`config.mk`:
```
export PLATFORM = sky130hd
export DESIGN_NAME = owt_rx_ctrl
export DESIGN_NICKNAME = d
export VERILOG_FILES = /design/src/hw/owt_pkg.sv /design/src/hw/owt_line_sampler.sv /design/src/hw/owt_mcst_decoder.sv /design/src/hw/owt_crc8_serial.sv /design/src/hw/owt_rx_frame_fsm.sv /design/src/hw/owt_com_err_monitor.sv /design/src/hw/owt_rx_ctrl.sv
export SDC_FILE = /design/constraint.sdc
export NUM_CORES = 1
export LEC_CHECK = 0
export BUFFER_PORTS_ARGS = -buffer_cell sky130_fd_sc_hd__clkbuf_2
export CAP_MARGIN = 20
export CELL_PAD_IN_SITES_DETAIL_PLACEMENT = 1
export CELL_PAD_IN_SITES_GLOBAL_PLACEMENT = 2
export CORE_MARGIN = 4
export CORE_UTILIZATION = 42
export DETAILED_ROUTE_END_ITERATION = 6
export GPL_TIMING_DRIVEN = 0
export HOLD_SLACK_MARGIN = 0.02
export PLACE_DENSITY = 0.89
export SLEW_MARGIN = 15
export SYNTH_ARGS = -nofsm -noshare
export SYNTH_HDL_FRONTEND = slang
export SYNTH_SLANG_ARGS = --single-unit
export TNS_END_PERCENT = 30
```
`constraint.sdc`:
```
create_clock -name i_clk -period 4.5 [get_ports i_clk]
set_input_delay 0.9 -clock i_clk [delete_from_list [all_inputs] [get_ports i_clk]]
set_output_delay 0.9 -clock i_clk [all_outputs]
set_load 0.05 [all_outputs]
```
`src/hw/owt_pkg.sv`:
```
// one-wire bus receiver
// shared constants and types
`default_nettype none

package owt_pkg;

    // ==============================
    // frame field widths
    // ==============================
    localparam int OWT_CMD_BITS  = 8;
    localparam int OWT_DATA_BITS = 16;
    localparam int OWT_CRC_BITS  = 8;
    localparam int OWT_TAIL_BITS = 4;

    // first sample in the msb
    localparam logic [OWT_TAIL_BITS-1:0] OWT_TAIL_PATTERN = 4'b1100;

    // three high pulses in the preamble
    localparam int OWT_SYNC_EDGES = 6;

    // x^8 + x^2 + x + 1, zero init, msb first
    localparam logic [OWT_CRC_BITS-1:0] OWT_CRC_POLY = 8'h07;

    // ==============================
    // counter widths
    // ==============================
    localparam int OWT_HALF_CNT_W = 8;
    localparam int OWT_BIT_CNT_W  = 5;
    localparam int OWT_ERR_CNT_W  = 5;

    // ==============================
    // error counter tables
    // ==============================
    localparam logic [OWT_ERR_CNT_W-1:0] OWT_ERR_MAX  = 5'd31;
    localparam logic [OWT_ERR_CNT_W-1:0] OWT_ERR_INIT = 5'd0;

    // add per bad frame, index is config[3:2]
    localparam logic [OWT_ERR_CNT_W-1:0] OWT_ERR_ADD_TABLE [0:3] = '{
        5'd1, 5'd2, 5'd4, 5'd8
    };

    // subtract per good frame, index is config[1:0]
    localparam logic [OWT_ERR_CNT_W-1:0] OWT_COR_SUB_TABLE [0:3] = '{
        5'd1, 5'd2, 5'd3, 5'd4
    };

    // receiver states
    typedef enum logic [2:0] {
        IDLE,
        SYNC_HEAD,
        SYNC_TAIL,
        CMD,
        DATA,
        CRC,
        END_TAIL
    } owt_rx_state_e;

endpackage

`default_nettype wire

```
`src/hw/owt_line_sampler.sv`:
```
// one-wire line sampler
`default_nettype none
`timescale 1ns/1ns

module owt_line_sampler (
    input  logic                   i_clk,
    input  logic                   i_rst_n,
    input  logic                   i_owt_rx,
    input  owt_pkg::owt_rx_state_e i_state,
    output logic                   o_edge,
    output logic                   o_rise,
    output logic                   o_half_strobe,
    output logic                   o_sample_bit
);
    import owt_pkg::*;

    logic                      rx_meta;
    logic                      rx_sync;
    logic                      rx_dly;
    logic [OWT_HALF_CNT_W-1:0] intv_cnt;
    logic [OWT_HALF_CNT_W-1:0] half_len;
    logic [OWT_HALF_CNT_W-1:0] tmr;
    logic                      tmr_run;
    logic                      in_head;
    logic                      track;

    // two-flop synchronizer, third flop for edge detect
    always_ff @(posedge i_clk or negedge i_rst_n) begin
        if (!i_rst_n) begin
            rx_meta <= 1'b0;
            rx_sync <= 1'b0;
            rx_dly  <= 1'b0;
        end else begin
            rx_meta <= i_owt_rx;
            rx_sync <= rx_meta;
            rx_dly  <= rx_sync;
        end
    end

    assign o_edge       = rx_sync ^ rx_dly;
    assign o_rise       = rx_sync & ~rx_dly;
    assign o_sample_bit = rx_sync;

    assign in_head = (i_state == SYNC_HEAD);
    assign track   = (i_state != IDLE) && (i_state != SYNC_HEAD);

    // ==============================
    // half-bit length from preamble
    // ==============================
    always_ff @(posedge i_clk or negedge i_rst_n) begin
        if (!i_rst_n) begin
            intv_cnt <= OWT_HALF_CNT_W'(1);
            half_len <= '0;
        end else begin
            if (o_edge) begin
                intv_cnt <= OWT_HALF_CNT_W'(1);
            end else if (intv_cnt != '1) begin
                intv_cnt <= intv_cnt + OWT_HALF_CNT_W'(1);
            end
            // keep the longest interval seen in the head
            if (i_state == IDLE) begin
                half_len <= '0;
            end else if (in_head && o_edge && (intv_cnt > half_len)) begin
                half_len <= intv_cnt;
            end
        end
    end

    // ==============================
    // mid half-bit strobe
    // ==============================
    always_ff @(posedge i_clk or negedge i_rst_n) begin
        if (!i_rst_n) begin
            tmr_run <= 1'b0;
            tmr     <= '0;
        end else if (!track) begin
            tmr_run <= 1'b0;
            tmr     <= '0;
        end else if (o_edge) begin
            // realign on every edge
            tmr_run <= 1'b1;
            tmr     <= (half_len >> 1) - OWT_HALF_CNT_W'(1);
        end else if (tmr_run) begin
            if (tmr == '0) begin
                tmr <= half_len - OWT_HALF_CNT_W'(1);
            end else begin
                tmr <= tmr - OWT_HALF_CNT_W'(1);
            end
        end
    end

    assign o_half_strobe = tmr_run && (tmr == '0);

endmodule

`default_nettype wire

```
`src/hw/owt_mcst_decoder.sv`:
```
// manchester bit decoder
`default_nettype none
`timescale 1ns/1ns

module owt_mcst_decoder (
    input  logic i_clk,
    input  logic i_rst_n,
    input  logic i_mcst_en,
    input  logic i_half_strobe,
    input  logic i_sample_bit,
    output logic o_bit_vld,
    output logic o_bit_val,
    output logic o_invalid
);

    logic phase;
    logic first_half;
    logic second;

    // high when the next strobe is the second half of a bit
    always_ff @(posedge i_clk or negedge i_rst_n) begin
        if (!i_rst_n) begin
            phase <= 1'b0;
        end else if (!i_mcst_en) begin
            phase <= 1'b0;
        end else if (i_half_strobe) begin
            phase <= ~phase;
        end
    end

    always_ff @(posedge i_clk) begin
        if (i_mcst_en && i_half_strobe && !phase) begin
            first_half <= i_sample_bit;
        end
    end

    assign second = i_mcst_en & i_half_strobe & phase;

    // high-low is 1, low-high is 0
    assign o_bit_vld = second & (first_half ^ i_sample_bit);
    assign o_bit_val = first_half;
    assign o_invalid = second & ~(first_half ^ i_sample_bit);

endmodule

`default_nettype wire

```
`src/hw/owt_crc8_serial.sv`:
```
// bit-serial crc-8
`default_nettype none
`timescale 1ns/1ns

module owt_crc8_serial (
    input  logic                             i_clk,
    input  logic                             i_rst_n,
    input  logic                             i_vld,
    input  logic                             i_start,
    input  logic                             i_bit,
    output logic [owt_pkg::OWT_CRC_BITS-1:0] o_crc
);
    import owt_pkg::*;

    logic [OWT_CRC_BITS-1:0] crc_base;
    logic                    fb;

    // start folds the first bit into a cleared register
    assign crc_base = i_start ? '0 : o_crc;
    assign fb       = crc_base[OWT_CRC_BITS-1] ^ i_bit;

    always_ff @(posedge i_clk or negedge i_rst_n) begin
        if (!i_rst_n) begin
            o_crc <= '0;
        end else if (i_vld) begin
            o_crc <= {crc_base[OWT_CRC_BITS-2:0], 1'b0} ^ (fb ? OWT_CRC_POLY : '0);
        end
    end

endmodule

`default_nettype wire

```
`src/hw/owt_rx_frame_fsm.sv`:
```
// one-wire receive frame control
`default_nettype none
`timescale 1ns/1ns

module owt_rx_frame_fsm (
    input  logic                              i_clk,
    input  logic                              i_rst_n,
    input  logic                              i_edge,
    input  logic                              i_rise,
    input  logic                              i_half_strobe,
    input  logic                              i_sample_bit,
    input  logic                              i_bit_vld,
    input  logic                              i_bit_val,
    input  logic                              i_invalid,
    input  logic [owt_pkg::OWT_CRC_BITS-1:0]  i_crc,
    output owt_pkg::owt_rx_state_e            o_state,
    output logic                              o_mcst_en,
    output logic                              o_crc_vld,
    output logic                              o_crc_start,
    output logic                              o_rac_vld,
    output logic                              o_rac_status,
    output logic                              o_rst_wdg,
    output logic [owt_pkg::OWT_CMD_BITS-1:0]  o_rac_cmd,
    output logic [owt_pkg::OWT_DATA_BITS-1:0] o_rac_data,
    output logic [owt_pkg::OWT_CRC_BITS-1:0]  o_rac_crc,
    output logic                              o_frame_done,
    output logic                              o_frame_bad
);
    import owt_pkg::*;

    owt_rx_state_e            state;
    owt_rx_state_e            nxt_state;
    logic [OWT_BIT_CNT_W-1:0] bit_cnt;
    logic [OWT_BIT_CNT_W-1:0] cnt_last;
    logic                     cnt_evt;
    logic                     cnt_hit;
    logic [OWT_TAIL_BITS-1:0] tail_sr;
    logic [OWT_TAIL_BITS-1:0] tail_next;
    logic [OWT_CMD_BITS-1:0]  cmd_sr;
    logic [OWT_DATA_BITS-1:0] data_sr;
    logic [OWT_CRC_BITS-1:0]  crc_sr;
    logic                     tail_shift;
    logic                     abort;
    logic                     end_done;
    logic                     rpt;
    logic                     rpt_bad;
    logic                     bad_q;

    assign o_mcst_en  = (state == CMD) || (state == DATA) || (state == CRC);
    assign tail_shift = i_half_strobe && ((state == SYNC_TAIL) || (state == END_TAIL));
    assign tail_next  = {tail_sr[OWT_TAIL_BITS-2:0], i_sample_bit};
    assign abort      = o_mcst_en & i_invalid;

    // ==============================
    // per-state count and successor
    // ==============================
    always_comb begin
        cnt_last  = OWT_BIT_CNT_W'(OWT_SYNC_EDGES - 1);
        cnt_evt   = 1'b0;
        nxt_state = IDLE;
        case (state)
            SYNC_HEAD: begin
                cnt_evt   = i_edge;
                nxt_state = SYNC_TAIL;
            end
            SYNC_TAIL: begin
                cnt_last  = OWT_BIT_CNT_W'(OWT_TAIL_BITS - 1);
                cnt_evt   = i_half_strobe;
                // bad sync tail drops the frame without a report
                nxt_state = (tail_next == OWT_TAIL_PATTERN) ? CMD : IDLE;
            end
            CMD: begin
                cnt_last  = OWT_BIT_CNT_W'(OWT_CMD_BITS - 1);
                cnt_evt   = i_bit_vld;
                nxt_state = DATA;
            end
            DATA: begin
                cnt_last  = OWT_BIT_CNT_W'(OWT_DATA_BITS - 1);
                cnt_evt   = i_bit_vld;
                nxt_state = CRC;
            end
            CRC: begin
                cnt_last  = OWT_BIT_CNT_W'(OWT_CRC_BITS - 1);
                cnt_evt   = i_bit_vld;
                nxt_state = END_TAIL;
            end
            END_TAIL: begin
                cnt_last = OWT_BIT_CNT_W'(OWT_TAIL_BITS - 1);
                cnt_evt  = i_half_strobe;
            end
            default: ;
        endcase
    end

    assign cnt_hit = (bit_cnt == cnt_last);

    always_ff @(posedge i_clk or negedge i_rst_n) begin
        if (!i_rst_n) begin
            state   <= IDLE;
            bit_cnt <= '0;
        end else if (state == IDLE) begin
            // first preamble edge already counted
            if (i_rise) begin
                state   <= SYNC_HEAD;
                bit_cnt <= OWT_BIT_CNT_W'(1);
            end
        end else if (abort) begin
            state   <= IDLE;
            bit_cnt <= '0;
        end else if (cnt_evt) begin
            if (cnt_hit) begin
                state   <= nxt_state;
                bit_cnt <= '0;
            end else begin
                bit_cnt <= bit_cnt + OWT_BIT_CNT_W'(1);
            end
        end
    end

    // field shift registers, msb first
    always_ff @(posedge i_clk) begin
        if (tail_shift) begin
            tail_sr <= tail_next;
        end
        if (i_bit_vld && (state == CMD)) begin
            cmd_sr <= {cmd_sr[OWT_CMD_BITS-2:0], i_bit_val};
        end
        if (i_bit_vld && (state == DATA)) begin
            data_sr <= {data_sr[OWT_DATA_BITS-2:0], i_bit_val};
        end
        if (i_bit_vld && (state == CRC)) begin
            crc_sr <= {crc_sr[OWT_CRC_BITS-2:0], i_bit_val};
        end
    end

    assign o_crc_vld   = i_bit_vld && ((state == CMD) || (state == DATA));
    assign o_crc_start = i_bit_vld && (state == CMD) && (bit_cnt == '0);

    // ==============================
    // frame report
    // ==============================
    assign end_done = (state == END_TAIL) && i_half_strobe && cnt_hit;
    assign rpt      = abort | end_done;
    assign rpt_bad  = abort | (tail_next != OWT_TAIL_PATTERN) | (crc_sr != i_crc);

    always_ff @(posedge i_clk or negedge i_rst_n) begin
        if (!i_rst_n) begin
            o_rac_vld    <= 1'b0;
            o_rac_status <= 1'b0;
            o_rst_wdg    <= 1'b0;
            bad_q        <= 1'b0;
        end else begin
            o_rac_vld <= rpt;
            o_rst_wdg <= rpt & ~rpt_bad;
            bad_q     <= rpt & rpt_bad;
            if (rpt) begin
                o_rac_status <= rpt_bad;
            end
        end
    end

    assign o_state      = state;
    assign o_rac_cmd    = cmd_sr;
    assign o_rac_data   = data_sr;
    assign o_rac_crc    = crc_sr;
    assign o_frame_done = o_rac_vld;
    assign o_frame_bad  = bad_q;

endmodule

`default_nettype wire

```
`src/hw/owt_com_err_monitor.sv`:
```
// communication error monitor
`default_nettype none
`timescale 1ns/1ns

module owt_com_err_monitor (
    input  logic       i_clk,
    input  logic       i_rst_n,
    input  logic       i_frame_done,
    input  logic       i_frame_bad,
    input  logic       i_comerr_mode,
    input  logic [3:0] i_comerr_config,
    output logic       o_com_err
);
    import owt_pkg::*;

    logic [OWT_ERR_CNT_W-1:0] err_cnt;
    logic [OWT_ERR_CNT_W-1:0] add_val;
    logic [OWT_ERR_CNT_W-1:0] sub_val;
    logic [OWT_ERR_CNT_W:0]   add_sum;
    logic                     alarm;

    assign add_val = OWT_ERR_ADD_TABLE[i_comerr_config[3:2]];
    assign sub_val = OWT_COR_SUB_TABLE[i_comerr_config[1:0]];
    assign add_sum = {1'b0, err_cnt} + {1'b0, add_val};

    // leaky counter, up on bad frames and down on good ones
    always_ff @(posedge i_clk or negedge i_rst_n) begin
        if (!i_rst_n) begin
            err_cnt <= OWT_ERR_INIT;
        end else if (i_frame_done && i_frame_bad) begin
            err_cnt <= (add_sum >= {1'b0, OWT_ERR_MAX}) ? OWT_ERR_MAX
                                                        : add_sum[OWT_ERR_CNT_W-1:0];
        end else if (i_frame_done) begin
            err_cnt <= (sub_val >= err_cnt) ? '0 : err_cnt - sub_val;
        end
    end

    // mode 0 threshold, mode 1 empty
    assign alarm = i_comerr_mode ? (err_cnt == '0) : (err_cnt >= add_val);

    always_ff @(posedge i_clk or negedge i_rst_n) begin
        if (!i_rst_n) begin
            o_com_err <= 1'b1;
        end else begin
            o_com_err <= alarm;
        end
    end

endmodule

`default_nettype wire

```
`src/hw/owt_rx_ctrl.sv`:
```
// one-wire bus receiver top
`default_nettype none
`timescale 1ns/1ns

module owt_rx_ctrl (
    input  logic                              i_clk,
    input  logic                              i_rst_n,
    input  logic                              i_owt_rx,
    input  logic                              i_comerr_mode,
    input  logic [3:0]                        i_comerr_config,
    output logic                              o_rac_vld,
    output logic [owt_pkg::OWT_CMD_BITS-1:0]  o_rac_cmd,
    output logic [owt_pkg::OWT_DATA_BITS-1:0] o_rac_data,
    output logic [owt_pkg::OWT_CRC_BITS-1:0]  o_rac_crc,
    output logic                              o_rac_status,
    output logic                              o_rst_wdg,
    output logic                              o_com_err
);
    import owt_pkg::*;

    owt_rx_state_e           state;
    logic                    line_edge;
    logic                    line_rise;
    logic                    half_strobe;
    logic                    sample_bit;
    logic                    mcst_en;
    logic                    bit_vld;
    logic                    bit_val;
    logic                    invalid;
    logic                    crc_vld;
    logic                    crc_start;
    logic [OWT_CRC_BITS-1:0] crc;
    logic                    frame_done;
    logic                    frame_bad;

    owt_line_sampler u_line_sampler (
        .i_clk         (i_clk),
        .i_rst_n       (i_rst_n),
        .i_owt_rx      (i_owt_rx),
        .i_state       (state),
        .o_edge        (line_edge),
        .o_rise        (line_rise),
        .o_half_strobe (half_strobe),
        .o_sample_bit  (sample_bit)
    );

    owt_mcst_decoder u_mcst_decoder (
        .i_clk         (i_clk),
        .i_rst_n       (i_rst_n),
        .i_mcst_en     (mcst_en),
        .i_half_strobe (half_strobe),
        .i_sample_bit  (sample_bit),
        .o_bit_vld     (bit_vld),
        .o_bit_val     (bit_val),
        .o_invalid     (invalid)
    );

    owt_crc8_serial u_crc8_serial (
        .i_clk   (i_clk),
        .i_rst_n (i_rst_n),
        .i_vld   (crc_vld),
        .i_start (crc_start),
        .i_bit   (bit_val),
        .o_crc   (crc)
    );

    owt_rx_frame_fsm u_rx_frame_fsm (
        .i_clk         (i_clk),
        .i_rst_n       (i_rst_n),
        .i_edge        (line_edge),
        .i_rise        (line_rise),
        .i_half_strobe (half_strobe),
        .i_sample_bit  (sample_bit),
        .i_bit_vld     (bit_vld),
        .i_bit_val     (bit_val),
        .i_invalid     (invalid),
        .i_crc         (crc),
        .o_state       (state),
        .o_mcst_en     (mcst_en),
        .o_crc_vld     (crc_vld),
        .o_crc_start   (crc_start),
        .o_rac_vld     (o_rac_vld),
        .o_rac_status  (o_rac_status),
        .o_rst_wdg     (o_rst_wdg),
        .o_rac_cmd     (o_rac_cmd),
        .o_rac_data    (o_rac_data),
        .o_rac_crc     (o_rac_crc),
        .o_frame_done  (frame_done),
        .o_frame_bad   (frame_bad)
    );

    owt_com_err_monitor u_com_err_monitor (
        .i_clk           (i_clk),
        .i_rst_n         (i_rst_n),
        .i_frame_done    (frame_done),
        .i_frame_bad     (frame_bad),
        .i_comerr_mode   (i_comerr_mode),
        .i_comerr_config (i_comerr_config),
        .o_com_err       (o_com_err)
    );

endmodule

`default_nettype wire

```
* Word-level counts from Yosys, hierarchy flattened
Cells that the tools add are included.
** Storage, ports and cells
- Register bits after elaboration :: 91
- Output and inout bits :: 36
- Word-level logic and storage cells :: 145
** Operators by class
- $add $sub $neg :: 7
- Order comparisons :: 6
- Equality and inequality tests :: 16
- Mux-type cells :: 39
- Bitwise gates (word level) :: 21
- Reduce and logical (&&, ||, !) cells :: 34
** Operators by type and width (count)
- 8-bit two-way mux :: 9
- 5-bit two-way mux :: 13
- 5-bit binary-select mux with 2-bit select :: 2
- 3-bit two-way mux :: 6
- 8-bit by 1-bit subtractor with 8-bit output (second input constant) :: 2
- 1-bit logical AND :: 15
- 3-bit case mux with 5 select lines :: 1
- 4-bit case mux with 3 select lines :: 1
- 5-bit >= comparator :: 2
- 5-bit logical NOT :: 2
- 3-bit == test (second input constant) :: 3
- 3-bit nonzero test :: 3
- 8-bit by 1-bit adder with 8-bit output (second input constant) :: 1
- 1-bit AND :: 8
- 8-bit greater-than comparator :: 1
- 8-bit logical NOT :: 1
- 8-bit != test :: 1
- 8-bit != test (second input constant) :: 1
- 7-bit by 1-bit subtractor with 8-bit output (second input constant) :: 1
- 8-bit bitwise XOR :: 1
- 5-bit by 5-bit adder with 6-bit output :: 1
- 3-bit by 2-bit == test with 1-bit output (second input constant) :: 2
- 3-bit >= comparator (second input constant) :: 2
- 6-bit by 5-bit >= comparator with 1-bit output (second input constant) :: 1
- other kinds (24) :: 43

* Logic depth before layout (Yosys ltp)
Gate-level depths: netlist of the first run.
- Depth after elaboration :: 12
- Mapped depth :: 10
- Mapped depth without buffers :: 9

* Cells and area by module
From an unflattened synthesis of the first run, not the netlist that was laid out.
** Unflattened totals
- Cells, all modules :: 475
- Area total of the unflattened synthesis :: 5031.1 um^2
** Modules (own cells, without submodules)
- owt_rx_frame_fsm :: times used 1, cells an instance 140, area each 2011.9 um^2, sequential area each 1351.3 um^2
- owt_line_sampler :: times used 1, cells an instance 192, area each 1739.2 um^2, sequential area each 701.9 um^2
- owt_com_err_monitor :: times used 1, cells an instance 95, area each 777.0 um^2, sequential area each 151.4 um^2
- owt_crc8_serial :: times used 1, cells an instance 39, area each 400.4 um^2, sequential area each 200.2 um^2
- owt_mcst_decoder :: times used 1, cells an instance 9, area each 102.6 um^2, sequential area each 55.1 um^2

* Worst setup path before layout of the first run
No wires, ideal clock.
- Path type :: reg-to-reg
- Start :: reg u_line_sampler.tmr[5]
- End :: reg u_rx_frame_fsm.crc_sr[0] (netlist: u_rx_frame_fsm.o_rac_crc[0]) (enable)
- Setup time :: 0.395 ns
- Data arrival time :: 2.492 ns
- Setup slack :: 1.613 ns
- Stages on the path, launching flop included :: 6
- Path buffers :: 1
- Period minus slack after synthesis :: 2.887 ns
- Cell sequence :: dfrtp_1 nor4_4 nand4_4 or3_1 buf_6 nor4_1
** On the way
- Longest elaborated chain between the ends :: 6
** RTL lines
- start: declaration :: RTL line owt_line_sampler.sv:22 : logic [OWT_HALF_CNT_W-1:0] tmr;
- start signal: assignment :: RTL line owt_line_sampler.sv:82 : tmr <= (half_len >> 1) - OWT_HALF_CNT_W'(1);
- start signal: assignment :: RTL line owt_line_sampler.sv:85 : tmr <= half_len - OWT_HALF_CNT_W'(1);
- start signal: assignment :: RTL line owt_line_sampler.sv:87 : tmr <= tmr - OWT_HALF_CNT_W'(1);
- 8-bit logical NOT :: RTL line owt_line_sampler.sv:92 : assign o_half_strobe = tmr_run && (tmr == '0);
- 1-bit logical AND :: RTL line owt_line_sampler.sv:92
- 1-bit AND (2 in a row) :: RTL line owt_mcst_decoder.sv:37 : assign second = i_mcst_en & i_half_strobe & phase;
- 1-bit AND :: RTL line owt_mcst_decoder.sv:40 : assign o_bit_vld = second & (first_half ^ i_sample_bit);
- 1-bit logical AND :: RTL line owt_rx_frame_fsm.sv:131 : if (i_bit_vld && (state == CRC)) begin
- end signal: assignment :: RTL line owt_rx_frame_fsm.sv:132 : crc_sr <= {crc_sr[OWT_CRC_BITS-2:0], i_bit_val};
- end: declaration :: RTL line owt_rx_frame_fsm.sv:41 : logic [OWT_CRC_BITS-1:0] crc_sr;
Every way passes these cells.
A chain may end at the register's enable or synchronous reset.

* Final worst setup path of the first run
- Start :: reg u_line_sampler.tmr[5]
- End :: reg u_rx_frame_fsm.data_sr[10] (netlist: u_rx_frame_fsm.o_rac_data[10]) (enable)
** On the way
- Longest elaborated chain between the ends :: 6
** RTL lines
- 8-bit logical NOT :: RTL line owt_line_sampler.sv:92
- 1-bit logical AND :: RTL line owt_line_sampler.sv:92
- 1-bit AND (2 in a row) :: RTL line owt_mcst_decoder.sv:37
- 1-bit AND :: RTL line owt_mcst_decoder.sv:40
- 1-bit logical AND :: RTL line owt_rx_frame_fsm.sv:128 : if (i_bit_vld && (state == DATA)) begin
- end signal: assignment :: RTL line owt_rx_frame_fsm.sv:129 : data_sr <= {data_sr[OWT_DATA_BITS-2:0], i_bit_val};
- end: declaration :: RTL line owt_rx_frame_fsm.sv:40 : logic [OWT_DATA_BITS-1:0] data_sr;
Every way passes these cells.

==> summary.md, run 1 <==
| Metric | Value |
|---|---|
| Achievable Freq | `0.318 GHz` |
| Setup violators final | `0` |
| Hold Path Class | `flop to flop` |
| Setup crit start kind | `flop` |
| Synth unique cells | `65` |
| DP Wirelength | `8.91 mm` |
| Post-synth EDFFs | `36` |
| Yosys Warn Count | `0` |
| Starting Density | `0.428` |
| Period utilisation layout | `0.699` |
| Final Hold Viols | `0` |
| Cell area after synthesis | `4870 um^2` |
| Initial antenna violation count | `0` |
| Rows | `39` |
| Syn Area/Cell | `10.7 um^2` |
| Vias/cell | `5.68` |
| Area of the multi-input gates | `2230 um^2` |
| Routed vias | `3,749` |
| Clk_lat worst skew | `340 ps` |
| Status | `finished, final reports clean` |
| Layout Nets | `547` |
| Final Wtd Congestion | `0.834` |
| Core area | `11,400 um^2` |
| Root Buffer | `clkbuf_16` |
| Crit path required time | `4560 ps` |
| Antenna Nets Post-Route | `0` |
| Final Power | `2.62 mW` |
| ANT cells | `0` |
| GRT Util Overall | `0.190` |
| H-tree lvl count | `3` |
| Die ar. | `13,400 um^2` |
| Post-synthesis sequential area ratio | `0.505` |
| Cells after synthesis | `455` |
| Total gr overflow | `0` |
| Worst slew margin | `0.412` |
| R2R setup slack | `1360 ps` |
| Residual DRC | `0` |
| Share of cells above drive strength 1 | `0.172` |
| Avg WL per Cell | `18.1 um` |
| Final min period | `3140 ps` |
| Syn nets | `490` |
| RSZ-0062 raised after global routing | `no` |
| Leakage power | `2.38 nW` |
| Register area | `2460 um^2` |
| PortBufs | `43` |
| FF+latch count, synth | `91` |
| Worst Tran Pin Value | `880 ps` |
| Die W | `116 um` |
| Worst Clk Skew | `7.47 ps` |
| First-pass DRT Iterations | `4` |
| Arr. time, crit path | `3200 ps` |
| CTS tree | `yes` |
| Postcts setup bufs | `0` |
| Vias in the first global route | `4,042` |
| FFs w/ async S/R, synth | `0.604` |
| Maxcap violations | `0` |
| Max FO, Critical Path | `9` |
| Clock slew at reported path FFs | `60 ps` |
| Setup TNS | `0 ps` |
| Main synth FF type | `dfrtp_1` |
| Final wirelength | `11.9 mm` |
| Largest net degree at the start of global routing | `30` |
| Cts hold-fix bufs | `0` |
| Critical path class | `flop to flop` |
| # fillers | `1,270` |
| CTS max path bufs | `2` |
| Final slew viol count | `0` |
| Area Overhead vs Synth | `15.3%` |
| CTS Buf Count | `9` |
| IO Pins | `44` |
| Peak VDD IR | `290 uV` |
| Clock sinks | `91` |
| Post-cts repair resize count | `0` |
| Drt initial violations | `138` |
| Critical path capture point type | `flop` |
| Die Ht | `116 um` |
| Power Dens Cells | `466 nW/um^2` |
| First-pass GRT wire length | `20.0 mm` |
-- metrics by stage --
step,util,hold WS [ps],instance area (um^2),worst slack (ps),std cells
after detailed placement,0.467,346,5310,1070,644
after CTS,0.494,360,5620,1300,660
after global placement,0.463,336,5270,1030,641
after floorplan,-,331,4870,1610,455
final,0.494,354,5620,1360,660
after global routing,0.494,370,5620,1130,660
-- area by class of cell --
cell class,count,area share
sequential,91,0.438
tap,143,0.0319
inverter,36,0.0241
clock buffer,11,0.0432
multi-input combinational,315,0.396
buffer,13,0.0100
clock inverter,5,0.0107
timing repair buffer,46,0.0457
-- synthesized netlist by cell type (11+ instances only) --
cell type	instances	share of area
inv_1	36	0.028
nand3_1	12	0.012
dfrtp_1	53	0.27
nor2_1	40	0.031
a21oi_1	19	0.020
edfxtp_1	36	0.22
xor2_1	17	0.031
o21ai_0	22	0.023
ha_1	25	0.064
nand2_1	28	0.022
nor3_1	16	0.016
clkbuf_1	11	0.0085
-- critical path: stages, from the launching register on --
cell and delay (ps):
dfrtp_1 460, nor4_4 640, nand4_4 290, or3_1 450, buf_6 150, nor2_1 630
buf_6 230
-- placed cells by master (no fill, tap or decap), types with 4 or more instances in the layout --
cell	instances
nor2_1	40
inv_1	36
nor2b_1	7
ha_1	25
or2_2	5
xor2_1	17
o21ai_0	22
xnor2_1	9
clkbuf_1	12
nand3_1	12
nor3_1	16
edfxtp_1	36
nand2b_1	7
a31oi_1	6
mux2i_1	4
nand2_1	28
nor4_1	4
a311oi_1	6
o21a_1	4
mux2_2	7
a21oi_1	19
nand4_1	4
clkbuf_2	42
dfrtp_1	53
clkbuf_16	9
a21o_1	4
o211ai_1	4
a22o_1	7
-- layer usage --
layer / global-route usage / wire (um)
met5: 0 / 0
met4: 0.0557 / 234
met3: 0.0428 / 329
met2: 0.348 / 6370
met1: 0.222 / 5000
-- state kept, by name, indices dropped and copies added (netlist names) --
signal	flops
u_rx_frame_fsm.bit_cnt	5
u_com_err_monitor.err_cnt	5
u_rx_frame_fsm.o_frame_bad	1
u_mcst_decoder.o_bit_val	1
u_line_sampler.rx_meta	1
u_line_sampler.o_sample_bit	1
u_line_sampler.tmr_run	1
u_line_sampler.rx_dly	1
u_rx_frame_fsm.o_rac_data	16
u_rx_frame_fsm.o_rac_status	1
u_rx_frame_fsm.o_rac_crc	8
u_line_sampler.tmr	8
u_line_sampler.intv_cnt	8
u_mcst_decoder.phase	1
u_crc8_serial.o_crc	8
u_line_sampler.half_len	8
u_rx_frame_fsm.o_rac_cmd	8
u_com_err_monitor.o_com_err	1
u_rx_frame_fsm.tail_sr	3
u_rx_frame_fsm.o_rst_wdg	1
u_rx_frame_fsm.o_frame_done	1
u_rx_frame_fsm.o_state	3
-- power by group --
group / total, mW / switching (mW) / internal, mW
clock: 0.763 / 0.315 / 0.449
combinational: 0.813 / 0.505 / 0.308
sequential: 1.04 / 0.102 / 0.937
-- logic make-up after synthesis --
family / after synthesis / synth area share
AO/OA/AOI/OAI: 102 / 0.146
XOR/XNOR: 26 / 0.0468
adder cells (fa/ha/maj): 27 / 0.0724
buffers and inverters: 49 / 0.0393
flip-flops: 91 / 0.505
multiplexers: 11 / 0.0244
AND/OR/NAND/NOR: 149 / 0.166
-- final timing paths --
path,from,to,cells past startpoint
worst min-delay path,u_line_sampler.rx_meta,u_line_sampler.o_sample_bit,0
worst max-delay path,u_line_sampler.tmr[5],u_rx_frame_fsm.o_rac_data[10],6
max in group asynchronous,i_rst_n,u_com_err_monitor.o_com_err,2
worst max register to register,u_line_sampler.tmr[5],u_rx_frame_fsm.o_rac_data[10],6
worst min register to register,u_line_sampler.rx_meta,u_line_sampler.o_sample_bit,0
min in group asynchronous,i_rst_n,u_crc8_serial.o_crc[3],1
Power figures use the tool's default switching activity.
==> run 2: changes to the inputs <==
--- a/config.mk
+++ b/config.mk
@@ -5,16 +5,17 @@
 export SDC_FILE = /design/constraint.sdc
 export NUM_CORES = 1
 export LEC_CHECK = 0
+export ABC_AREA = 1
 export BUFFER_PORTS_ARGS = -buffer_cell sky130_fd_sc_hd__clkbuf_2
 export CAP_MARGIN = 20
 export CELL_PAD_IN_SITES_DETAIL_PLACEMENT = 1
 export CELL_PAD_IN_SITES_GLOBAL_PLACEMENT = 2
 export CORE_MARGIN = 4
-export CORE_UTILIZATION = 42
+export CORE_UTILIZATION = 37
 export DETAILED_ROUTE_END_ITERATION = 6
 export GPL_TIMING_DRIVEN = 0
 export HOLD_SLACK_MARGIN = 0.02
-export PLACE_DENSITY = 0.89
+export PLACE_DENSITY = 0.84
 export SLEW_MARGIN = 15
 export SYNTH_ARGS = -nofsm -noshare
 export SYNTH_HDL_FRONTEND = slang
==> constraint.sdc (replaced) <==
create_clock -name i_clk -period 3.1 [get_ports i_clk]
set_input_delay 0.62 -clock i_clk [delete_from_list [all_inputs] [get_ports i_clk]]
set_output_delay 0.62 -clock i_clk [all_outputs]
set_load 0.05 [all_outputs]
==> run 2 against run 1 <==
Wire length is 6.1% lower. Combinational power increased by 48%. Sequential share of layout area shrank 0.34 points. Synthesized area up 0.23%. Highest routed layer unchanged. Die area rose by 13%.
==> summary.md, run 2 <==
| Metric | Value |
|---|---|
| Status | `finished, final reports clean` |
| Gate power share | `0.315 (+0.004)` |
| H-tree lvl count | `3 (unchanged)` |
| Worst Clk Skew | `9.41 ps (+1.94 ps)` |
| GRT Util Overall | `0.161 (-0.0288)` |
| Clock power share | `0.294 (+0.002)` |
| Sw power | `1.41 mW (+53%)` |
| CTS tree | `yes` |
| Initial antenna violation count | `0 (unchanged)` |
| Setup TNS | `0 ps (unchanged)` |
| Post-synthesis sequential area ratio | `0.504 (-0.00116)` |
| Most frequent cells in the layout | `96 x nand2_1, 75 x inv_1, 53 x dfrtp_1` |
| Syn Area/Cell | `9.18 um^2 (-14%)` |
| Power Dens Cells | `671 nW/um^2 (+44%)` |
| Pint | `2.39 mW (+41%)` |
| Yosys top cell by area | `dfrtp_1` |
| Final min period | `2430 ps (-719 ps)` |
| Fin worst setup slack | `674 ps (-681 ps)` |
| Rows | `41 (+5.1%)` |
| Arr. time, crit path | `2690 ps (-510 ps)` |
| Starting Density | `0.382 (-0.0462)` |
| Final slew viol count | `0 (unchanged)` |
| Synth top area share | `0.272 (-0.000628)` |
| Mux contribution to synthesized area | `0 (-0.0244)` |
| Antenna Nets Post-Route | `0 (unchanged)` |
| Worst slew margin | `0.465 (+0.0529)` |
| Post-cts repair resize count | `0 (unchanged)` |
| Vias/cell | `4.92 (-13%)` |
| Core area | `12,800 um^2 (+12%)` |
| Maxcap violations | `0 (unchanged)` |
| Largest net degree at the start of global routing | `53 (+77%)` |
| ANT cells | `0 (unchanged)` |
| Fin util | `0.443 (-0.0509)` |
| Switching Fraction | `0.371 (+0.0181)` |
| Setup crit start kind | `flop` |
| Peak VDD IR | `553 uV (+90%)` |
| FFs w/ async S/R, synth | `0.604 (unchanged)` |
| Avg WL per Cell | `14.7 um (-19%)` |
| Layout Nets | `623 (+14%)` |
| Share of cells above drive strength 1 | `0.189 (+0.0167)` |
| Cts hold-fix bufs | `0 (unchanged)` |
| First-pass GRT wire length | `19.1 mm (-4.5%)` |
| Compound-Gate Fraction of Synth Area | `0.0925 (-0.0539)` |
| Combinational family with the most area after synthesis | `simple AND/OR/NAND/NOR gates` |
| Cell area after synthesis | `4880 um^2 (+0.23%)` |
| Final wirelength | `11.2 mm (-6.1%)` |
| FF+latch count, synth | `91 (unchanged)` |
| Worst Tran Pin Value | `802 ps (-78.0 ps)` |
| CTS max path bufs | `2 (unchanged)` |
| # fillers | `1,510 (+19%)` |
| Max FO, Critical Path | `10 (+1)` |
| Synth Area in Adders | `0.0723 (-0.000167)` |
| Post-Synth XOR/XNOR Area | `0.0249 (-0.0219)` |
| Total gr overflow | `0 (unchanged)` |
| Postcts setup bufs | `0 (unchanged)` |
| Cells after synthesis | `532 (+17%)` |
| Largest register FFs | `16 (unchanged)` |
| Yosys Warn Count | `0 (unchanged)` |
| Drt initial violations | `189 (+37%)` |
| Period utilisation layout | `0.782 (+0.0837)` |
| Clk_lat worst skew | `350 ps (about the same)` |
| First-pass DRT Iterations | `4 (unchanged)` |
| RSZ-0062 raised after global routing | `no` |
| Final Hold Viols | `0 (unchanged)` |
| Hold Path Class | `primary input to asynchronous set/reset pin` |
| Crit path required time | `3360 ps (-1200 ps)` |
| Critical path class | `flop to flop` |
| DP Wirelength | `8.58 mm (-3.7%)` |
| Achievable Freq | `0.412 GHz (+30%)` |
| Count leader, synth | `nand2_1` |
| Synth unique cells | `45 (-31%)` |
| Post-synthesis simple-gate area fraction | `0.238 (+0.0724)` |
| Clock sinks | `91 (unchanged)` |
| Syn nets | `567 (+16%)` |
| Die ar. | `15,100 um^2 (+13%)` |
| Clock slew at reported path FFs | `70 ps (about the same)` |
| Die W | `123 um (+6.2%)` |
| Commonest non-fill, non-tap cell in the layout | `nand2_1` |
| Leakage power | `2.59 nW (+9.0%)` |
| Main synth FF type | `dfrtp_1` |
| Vias in the first global route | `3,996 (-1.1%)` |
| Residual DRC | `0 (unchanged)` |
| Final Wtd Congestion | `0.806 (-3.4%)` |
| Sequential Power Share | `0.391 (-0.006)` |
| PortBufs | `43 (unchanged)` |
| Final Power | `3.79 mW (+45%)` |
| Post-synth EDFFs | `36 (unchanged)` |
| IO Pins | `44 (unchanged)` |
| Pre-CTS setup slack | `374 ps (-699 ps)` |
| Area Overhead vs Synth | `15.9%` |
| Routed vias | `3,761 (+0.32%)` |
| Critical path capture point type | `flop` |
| Main area contributors after synthesis | `dfrtp_1 27%, edfxtp_1 22%, nand2_1 7.4%` |
| Die Ht | `123 um (+6.2%)` |
| Setup violators final | `0 (unchanged)` |
| Post-synth top cells | `96 x nand2_1, 75 x inv_1, 53 x dfrtp_1, 44 x nor2_1` |
| CTS Buf Count | `9 (unchanged)` |
| Root Buffer | `clkbuf_16` |
run 2: changes by cell type after synthesis, sizes merged, moves of 9 or more:
| cell | delta |
|---|---|
| clkbuf | -9 |
| inv | +43 |
| nand3 | +29 |
| o21ai | +18 |
| nor2 | +13 |
| nand2 | +80 |
run 2: final cells by class:
class                   instances  area [um^2]  share of cell area
inverters                      80          302              0.0533
repair buffers                 45          253              0.0447
well taps                     172          215              0.0380
multi-input cells             356         2100               0.371
clock buffers                  10          229              0.0405
clock inverters                 6         71.3              0.0126
plain buffers                   5         32.5             0.00575
flip-flops and latches         91         2460               0.435
run 2: logic make-up after synthesis:
group,Yosys count
buffers and inverters,85
DFF,91
AOI/OAI and AO/OA,80
xor gates and xnor gates,13
adders and majority gates,27
and+or+nand+nor,236
run 2: worst paths after layout:
check	start	to	slack, ps	cells after the start
hold / removal	i_rst_n	u_crc8_serial.o_crc[4]	90	1
min in group i_clk	u_line_sampler.rx_meta	u_line_sampler.o_sample_bit	350	0
hold reg to reg	u_line_sampler.rx_meta	u_line_sampler.o_sample_bit	350	0
setup reg to reg	u_line_sampler.o_sample_bit	u_line_sampler.tmr[4]	670	10
max in group asynchronous	i_rst_n	u_line_sampler.intv_cnt[0]	2480	2
setup / recovery	u_line_sampler.o_sample_bit	u_line_sampler.tmr[4]	670	10
run 2: worst max-delay path: stages, from the launching register on:
cell and delay, ps:
dfrtp_1 440, ha_1 310, buf_2 220, clkbuf_1 370, nand3_1 120, o21ai_0 130, ha_1 290, inv_1 70
o21ai_0 160, nand2_1 70, o21ai_1 150
run 2: power groups by stage:
stage / Clock [mW] / Combinational [mW] / Sequential [mW]
detailed placement: 0 / 1.20 / 1.51
finish: 1.11 / 1.20 / 1.48
CTS: 1.15 / 1.21 / 1.48
floorplan: 0 / 0.927 / 1.48
global route: 1.20 / 1.35 / 1.50
global placement: 0 / 1.15 / 1.50
run 2: metal layers:
| metal | GRT usage | vias to the layer above | share of wire |
|---|---|---|---|
| met5 | 0 | - | 0 |
| met1 | 0.196 | 1833 | 0.45 |
| li1 | - | 1883 | - |
| met2 | 0.288 | 38 | 0.51 |
| met3 | 0.0373 | 7 | 0.031 |
| met4 | 0.0385 | 0 | 0.0072 |
run 2: per-stage QoR:
step                      std cells  area, um^2  hold WS (ps)
final                           765        5660          92.4
after global routing            765        5660          75.5
after CTS                       765        5660          82.3
after detailed placement        749        5360           340
after global placement          747        5310           336
after floorplan                 532        4880           324
